===== config.mk =====
export PLATFORM = sky130hd
export DESIGN_NAME = branch_unit
export DESIGN_NICKNAME = d
export VERILOG_FILES = /design/src/source/branch_pkg.sv /design/src/source/branch_calc_if.sv /design/src/source/branch_unit.sv /design/src/source/branch_resolve_cu.sv /design/src/source/branch_target_calc.sv /design/src/source/branch_cond_eval.sv
export VERILOG_INCLUDE_DIRS = /design/src /design/src/include
export SDC_FILE = /design/constraint.sdc
export NUM_CORES = 1
export LEC_CHECK = 0
export ABC_AREA = 1
export ABC_CLOCK_PERIOD_IN_PS = 6800
export BUFFER_PORTS_ARGS = -buffer_cell sky130_fd_sc_hd__buf_4
export CAP_MARGIN = 20
export CELL_PAD_IN_SITES_DETAIL_PLACEMENT = 1
export CELL_PAD_IN_SITES_GLOBAL_PLACEMENT = 1
export CORE_ASPECT_RATIO = 0.75
export CORE_UTILIZATION = 37
export CTS_CLUSTER_SIZE = 28
export DETAILED_ROUTE_END_ITERATION = 8
export GPL_ROUTABILITY_DRIVEN = 0
export GPL_TIMING_DRIVEN = 1
export PLACE_DENSITY_LB_ADDON = 0.1
export RECOVER_POWER = 25
export SKIP_CTS_REPAIR_TIMING = 1
export SLEW_MARGIN = 20
export SYNTH_ARGS = -nofsm -noshare
export SYNTH_HDL_FRONTEND = slang
export SYNTH_HIERARCHICAL = 1
export SYNTH_SLANG_ARGS = --single-unit

===== constraint.sdc =====
create_clock -name clk_i -period 6.8 [get_ports clk_i]
set_clock_uncertainty 0.05 [all_clocks]
set_input_delay 0.68 -clock clk_i [delete_from_list [all_inputs] [get_ports clk_i]]
set_output_delay 0.68 -clock clk_i [all_outputs]
set_load 0.05 [all_outputs]

===== src/include/branch_settings.svh =====
// Width and instruction-size macros for the branch unit, included by the RTL and the testbench

`ifndef BRANCH_SETTINGS_SVH
`define BRANCH_SETTINGS_SVH

// Data and address width of the RV32 datapath
`define BRANCH_XLEN 32

// Size in bytes of one uncompressed instruction
// Sets the link address and the fall-through address
`define BRANCH_ILEN_BYTES 4

// Width of the branch operation code
`define BRANCH_OP_BITS 4

`endif

===== src/source/branch_pkg.sv =====
// Shared types of the branch unit, imported by every block that needs a word or an operation

`default_nettype none

`include "branch_settings.svh"

package branch_pkg;

  // One datapath word
  // Used for operands, immediates, PCs and targets
  typedef logic [`BRANCH_XLEN-1:0] word_t;

  // Control-transfer operations handled by the unit
  // Six conditional branches first, then the two jumps
  typedef enum logic [`BRANCH_OP_BITS-1:0] {
    // Equality compares
    BR_BEQ  = 4'd0,
    BR_BNE  = 4'd1,
    // Signed order compares
    BR_BLT  = 4'd2,
    BR_BGE  = 4'd3,
    // Unsigned order compares
    BR_BLTU = 4'd4,
    BR_BGEU = 4'd5,
    // Unconditional jumps
    // JAL is PC relative
    BR_JAL  = 4'd6,
    // JALR is relative to rs1
    BR_JALR = 4'd7
  } branch_op_t;

endpackage

`default_nettype wire


===== src/source/branch_calc_if.sv =====
// Bundle carrying evaluator and target calculator results into the resolution control unit

`timescale 1ns/1ps
`default_nettype none

interface branch_calc_if;

  import branch_pkg::*;

  // Actual direction from the condition evaluator
  logic  taken;

  // Jump or branch target from the target calculator
  word_t target;

  // Return address written by JAL and JALR
  word_t link;

  // Sequential next PC when not taken
  word_t fall_through;

  // Condition evaluator side
  modport eval (
    output taken
  );

  // Target calculator side
  modport calc (
    output target,
    output link,
    output fall_through
  );

  // Control unit reads everything
  modport cu (
    input taken,
    input target,
    input link,
    input fall_through
  );

endinterface

`default_nettype wire


===== src/source/branch_unit.sv =====
// Top level of the execution-stage branch unit, connecting evaluator, target calculator and control

`timescale 1ns/1ps
`default_nettype none

module branch_unit (
  input  wire logic                   clk_i,
  input  wire logic                   rst_n_i,
  // Instruction and operands
  input  wire logic                   ops_valid_i,
  input  wire branch_pkg::branch_op_t op_i,
  input  wire branch_pkg::word_t      rs1_i,
  input  wire branch_pkg::word_t      rs2_i,
  input  wire branch_pkg::word_t      imm_i,
  input  wire branch_pkg::word_t      pc_i,
  // Front end prediction
  input  wire logic                   pred_taken_i,
  input  wire branch_pkg::word_t      pred_target_i,
  // Consumer back-pressure
  input  wire logic                   res_ready_i,
  output logic                        ops_ready_o,
  // Resolved result
  output logic                        res_valid_o,
  output branch_pkg::word_t           res_pc_o,
  output branch_pkg::word_t           res_next_pc_o,
  output branch_pkg::word_t           res_link_o,
  output logic                        res_taken_o,
  output logic                        res_mispredict_o
);

  // Same-cycle results of the two combinational blocks
  branch_calc_if calc_if ();

  // Direction
  branch_cond_eval u_cond_eval (
    .rs1_i (rs1_i),
    .rs2_i (rs2_i),
    .op_i  (op_i),
    .calc  (calc_if.eval)
  );

  // Target and return address
  branch_target_calc u_target_calc (
    .rs1_i (rs1_i),
    .imm_i (imm_i),
    .pc_i  (pc_i),
    .op_i  (op_i),
    .calc  (calc_if.calc)
  );

  // Prediction check, output register and handshakes
  branch_resolve_cu u_resolve_cu (
    .clk_i            (clk_i),
    .rst_n_i          (rst_n_i),
    .ops_valid_i      (ops_valid_i),
    .pred_taken_i     (pred_taken_i),
    .pred_target_i    (pred_target_i),
    .pc_i             (pc_i),
    .ops_ready_o      (ops_ready_o),
    .calc             (calc_if.cu),
    .res_ready_i      (res_ready_i),
    .res_valid_o      (res_valid_o),
    .res_taken_o      (res_taken_o),
    .res_mispredict_o (res_mispredict_o),
    .res_pc_o         (res_pc_o),
    .res_next_pc_o    (res_next_pc_o),
    .res_link_o       (res_link_o)
  );

endmodule

`default_nettype wire


===== src/source/branch_resolve_cu.sv =====
// Resolution control unit that checks the prediction, registers the result and handles the handshakes

`timescale 1ns/1ps
`default_nettype none

module branch_resolve_cu (
  input  wire logic              clk_i,
  input  wire logic              rst_n_i,
  // Operand side
  input  wire logic              ops_valid_i,
  input  wire logic              pred_taken_i,
  input  wire branch_pkg::word_t pred_target_i,
  input  wire branch_pkg::word_t pc_i,
  output logic                   ops_ready_o,
  // Results of the two combinational blocks
  branch_calc_if.cu              calc,
  // Result side
  input  wire logic              res_ready_i,
  output logic                   res_valid_o,
  output logic                   res_taken_o,
  output logic                   res_mispredict_o,
  output branch_pkg::word_t      res_pc_o,
  output branch_pkg::word_t      res_next_pc_o,
  output branch_pkg::word_t      res_link_o
);

  import branch_pkg::*;

  // Output register occupancy
  typedef enum logic {
    RES_EMPTY,
    RES_FULL
  } res_state_t;

  res_state_t state_q;
  res_state_t state_d;

  // Handshake events
  logic accept;
  logic consume;

  // Prediction check terms
  logic  wrong_dir;
  logic  wrong_target;
  logic  mispredict;
  word_t next_pc;

  // Ready when empty, or when the held result leaves this cycle
  assign ops_ready_o = (state_q == RES_EMPTY) || res_ready_i;
  assign res_valid_o = (state_q == RES_FULL);

  assign accept  = ops_valid_i && ops_ready_o;
  assign consume = res_valid_o && res_ready_i;

  // Direction mismatch
  assign wrong_dir = (pred_taken_i != calc.taken);

  // Target only matters when both agree on taken
  assign wrong_target = pred_taken_i && calc.taken && (pred_target_i != calc.target);

  assign mispredict = wrong_dir || wrong_target;

  // Architecturally correct successor
  assign next_pc = calc.taken ? calc.target : calc.fall_through;

  // Next state
  always_comb begin
    state_d = state_q;
    case (state_q)
      RES_EMPTY: begin
        if (accept) begin
          state_d = RES_FULL;
        end
      end
      RES_FULL: begin
        // A new instruction refills in the same cycle the old one leaves
        if (accept) begin
          state_d = RES_FULL;
        end else if (consume) begin
          state_d = RES_EMPTY;
        end
      end
      default: state_d = RES_EMPTY;
    endcase
  end

  always_ff @(posedge clk_i or negedge rst_n_i) begin
    if (!rst_n_i) begin
      state_q <= RES_EMPTY;
    end else begin
      state_q <= state_d;
    end
  end

  // Result payload
  // Loads only on acceptance, so it holds while the consumer stalls
  always_ff @(posedge clk_i) begin
    if (accept) begin
      res_pc_o         <= pc_i;
      res_next_pc_o    <= next_pc;
      res_link_o       <= calc.link;
      res_taken_o      <= calc.taken;
      res_mispredict_o <= mispredict;
    end
  end

endmodule

`default_nettype wire


===== src/source/branch_target_calc.sv =====
// Combinational adders forming the jump target and the link address of a control transfer

`timescale 1ns/1ps
`default_nettype none

`include "branch_settings.svh"

module branch_target_calc (
  input  wire branch_pkg::word_t      rs1_i,
  input  wire branch_pkg::word_t      imm_i,
  input  wire branch_pkg::word_t      pc_i,
  input  wire branch_pkg::branch_op_t op_i,
  branch_calc_if.calc                 calc
);

  import branch_pkg::*;

  // Register-relative jump select
  logic  is_jalr;
  // Adder operand and raw sum
  word_t target_base;
  word_t target_sum;
  // PC of the next sequential instruction
  word_t pc_next_seq;

  assign is_jalr = (op_i == BR_JALR);

  // JALR adds to rs1, branches and JAL add to the PC
  assign target_base = is_jalr ? rs1_i : pc_i;

  // Immediate already sign-extended and in bytes
  assign target_sum = target_base + imm_i;

  // JALR drops the low bit of the sum
  always_comb begin
    calc.target = target_sum;
    if (is_jalr) begin
      calc.target[0] = 1'b0;
    end
  end

  // Sequential successor of this instruction
  assign pc_next_seq = pc_i + word_t'(`BRANCH_ILEN_BYTES);

  // Same address serves as return address and not-taken path
  assign calc.link         = pc_next_seq;
  assign calc.fall_through = pc_next_seq;

endmodule

`default_nettype wire


===== src/source/branch_cond_eval.sv =====
// Combinational condition evaluator deciding whether a control-transfer instruction is taken

`timescale 1ns/1ps
`default_nettype none

module branch_cond_eval (
  input  wire branch_pkg::word_t      rs1_i,
  input  wire branch_pkg::word_t      rs2_i,
  input  wire branch_pkg::branch_op_t op_i,
  branch_calc_if.eval                 calc
);

  import branch_pkg::*;

  // Shared comparator results
  logic ops_equal;
  logic ops_less_signed;
  logic ops_less_unsigned;

  // One equality and two magnitude compares
  // Each pair of branches picks its own sense
  assign ops_equal         = (rs1_i == rs2_i);
  assign ops_less_signed   = ($signed(rs1_i) < $signed(rs2_i));
  assign ops_less_unsigned = (rs1_i < rs2_i);

  // Direction decision
  always_comb begin
    case (op_i)
      // Equality
      BR_BEQ:  calc.taken = ops_equal;
      BR_BNE:  calc.taken = !ops_equal;
      // Signed order
      BR_BLT:  calc.taken = ops_less_signed;
      BR_BGE:  calc.taken = !ops_less_signed;
      // Unsigned order
      BR_BLTU: calc.taken = ops_less_unsigned;
      BR_BGEU: calc.taken = !ops_less_unsigned;
      // Jumps always redirect
      BR_JAL:  calc.taken = 1'b1;
      BR_JALR: calc.taken = 1'b1;
      // Unused encodings fall through
      default: calc.taken = 1'b0;
    endcase
  end

endmodule

`default_nettype wire


==> run_results.csv <==
group,metric,value,unit
synthesis,synth_cells,1203,
final_layout,fill_cells,2981,
grt,grt_overflow,0,
floorplanning,die_area,24240,sq um
grt,grtUsageTotal,0.2529,
timing,hold_violations,0,
synthesis,async_reset_ff_frac,0.01010,
grt,grt_pass1_vias,8439,
placement,place_ws,1.598,ns
synthesis,synth-simple-area-share,0.2904,
critical_path,cpPeakStageDelay,0.53,ns
timing,rsz0062_at_grt,"no",
critical_path,critical_path_class,"input pin to register",
critical_path,timing.rr.start,"u_resolve_cu/res_valid_o",
timing,setup_ws,2.467,ns
final_layout,nets,1677,
floorplanning,rows,48,
critical_path,start_kind,"input pin",
pwr,powerDensity,189.7,nW/um^2
synthesis,synth_compound_area_frac,0.04453,
clock_tree,clkTransAtPathRegs,0.07,ns
clock_tree,cts_htree_levels,3,
clock_tree,cts_tree,"yes",
grt,grt_max_degree,72,
synthesis,yosys.area_share.xor_xnor,0.06615,
final_layout,diodes,0,
synthesis,synth_mux_area_frac,0.03007,
timing,fin_hold_ws,0.05895,ns
critical_path,critPathLaunch,"op_i[0]",
critical_path,path_common_cell,"nand2_1",
timing,final.min_clock_period,4.333,ns
pwr,power.static_leakage,5.612,nW
synthesis,synth_top_family_by_area,"simple AND/OR/NAND/NOR gates",
route,drt-total-wl,30580,microns
synthesis,synth_warnings,6,
grt,grt_pass1_wl,46640,microns
final_layout,seq_area,2968,sq um
critical_path,path_max_fanout,44,
floorplanning,die_height,135.1,microns
floorplanning,start_util,0.3789,
synthesis,synth-seq-cells,99,
final_layout,final_common_cell,"nand2_1",
critical_path,slowest_stage,"inv_2",
critical_path,rr_endpoint,"u_resolve_cu/res_link_o[16]",
timing,worst_pin_slew,0.9158,ns
synthesis,synth-main-ff-cell,"edfxtp_1",
route,viasPerCell,4.849,
critical_path,r2r_cells,2,
clock_tree,cts_buffer_depth,2,
route,drtIter0Drc,501,
route,wl_per_cell,17.53,microns
floorplanning,io_pins,269,
synthesis,syn-cell-area,8738,sq um
critical_path,arrival,4.39,ns
route,drc,44,
timing,setup_viol,0,
synthesis,ys_seq_area_frac,0.3396,
grt,antenna_found_initial,0,
clock_tree,cts.sinks,99,
critical_path,end_kind,"register",
flow_run,cap_viol_max_count,0,
pwr,vdd_drop_max,0.1192,mV
placement,port_buffers,268,
synthesis,synth_edf_count,98,
timing,timing.fmax,230.8,MHz
clock_tree,clk_latency,0.35,ns
timing,tns,0,ns
timing,fin_crit_sh,0.6372,
critical_path,rrSetupSlack,4.33,ns
route,firstDrtPassIters,8,
route,ant_nets,0,
critical_path,critPathCapture,"u_resolve_cu/res_mispredict_o",
synthesis,synth_cell_types,40,
final_layout,layout_common_cells,"nand2_1 (430), buf_4 (211), inv_1 (211), edfxtp_1 (98), nor2_1 (92)",
timing,relSlewSlack,0.3895,
critical_path,cp_data_required_time,6.86,ns
outcome,violations,"design-rule violations",
hold_path,hold_class,"input pin to asynchronous set/reset pin",
synthesis,synthAdderAreaFrac,0.09966,
synthesis,synth_nets,1441,
final_layout,multi_input_area,4628,sq um
placement,dp_hpwl,26350,microns
outcome,status,"finished with violations",
final_layout,area_growth,24.46,%
synthesis,avgSynthCellArea,7.264,sq um
route,vias,8456,
clock_tree,numCtsBuffers,9,
floorplanning,core,23060,sq um
clock_tree,root_buffer,"clkbuf_16",
final_layout,utilization,0.4716,
final_layout,drive_gt1_frac,0.1918,
floorplanning,die_w,179.5,microns
timing,drv_slew,0,
-- power by group --
part	switching (W)	leakage, nW	internal [W]
clock network	0.000245	0.134	0.000254
logic	0.000546	4.54	0.000277
registers	0.0000133	0.944	0.000728
total	0.000804	5.61	0.00126
-- cell type report --
type / count / area share
clock inverter: 7 / 0.005407
multi-input combinational: 845 / 0.4256
timing repair buffer: 271 / 0.1674
inverter: 213 / 0.07352
clock buffer: 9 / 0.02071
sequential: 99 / 0.2729
tap: 300 / 0.03451
-- Yosys cell counts (8+ instances only) --
master    number  area (sq um)
nor2_1        91         341.6
xnor2_1       28         245.2
nand3_1       48         240.2
buf_4         34         255.2
mux2_2        22         247.7
edfxtp_1      98          2943
o21ai_0       17         85.08
ha_1          68         850.8
nand4_1        8         50.05
a21oi_1       45         225.2
inv_1        211         792.0
xor2_1        38         332.8
nor3_1        16         80.08
nand2_1      429          1610
-- state kept, by name, summed over array words and instances, names as in the netlist --
name,cells
u_resolve_cu/res_link_o,32
u_resolve_cu/res_next_pc_o,32
u_resolve_cu/res_pc_o,32
u_resolve_cu/res_mispredict_o,1
u_resolve_cu/res_taken_o,1
u_resolve_cu/res_valid_o,1
-- worst min path at each step --
| stage | start | endpoint | slack (ns) |
|---|---|---|---|
| 3_3_place_gp | rst_n_i | u_resolve_cu/res_valid_o | 0.41 |
| 3_5_place_dp | rst_n_i | u_resolve_cu/res_valid_o | 0.41 |
| 4_1_cts | rst_n_i | u_resolve_cu/res_valid_o | 0.03 |
| 2_1_floorplan | rst_n_i | u_resolve_cu/res_valid_o | 0.33 |
| 6_report | rst_n_i | u_resolve_cu/res_valid_o | 0.06 |
| 5_1_grt | rst_n_i | u_resolve_cu/res_valid_o | 0.05 |
-- worst max-delay path, delay by kind of cell --
| kind | cells | cell delay (ns) |
|---|---|---|
| adders and majority gates | 2 | 0.61 |
| and+or+nand+nor | 20 | 1.81 |
| buffers and inverters | 7 | 1.24 |
-- cell families after synthesis --
kind of cell | after synthesis
compound gates | 71
xor+xnor | 66
fa+ha+maj | 69
buf+inv | 259
flops | 99
mux | 23
simple gates | 616
-- stage by stage --
stage                     cells  instance area (sq um)  total power (W)
after floorplan            1203                   8738         0.001307
after global placement     1728                  10830         0.001570
after detailed placement   1728                  10830         0.001590
after CTS                  1744                  11120         0.002085
after global routing       1744                  10880         0.002162
final                      1744                  10880         0.002063
-- per-layer routing --
layer,global-route usage,vias to the layer above,wire (microns)
li1,-,4202,-
met1,0.3742,3966,15240
met2,0.3945,269,13100
met3,0.03074,19,1914
met4,0.05220,0,324
met5,0,-,0
Note: power is estimated with default switching activity, not from simulation.
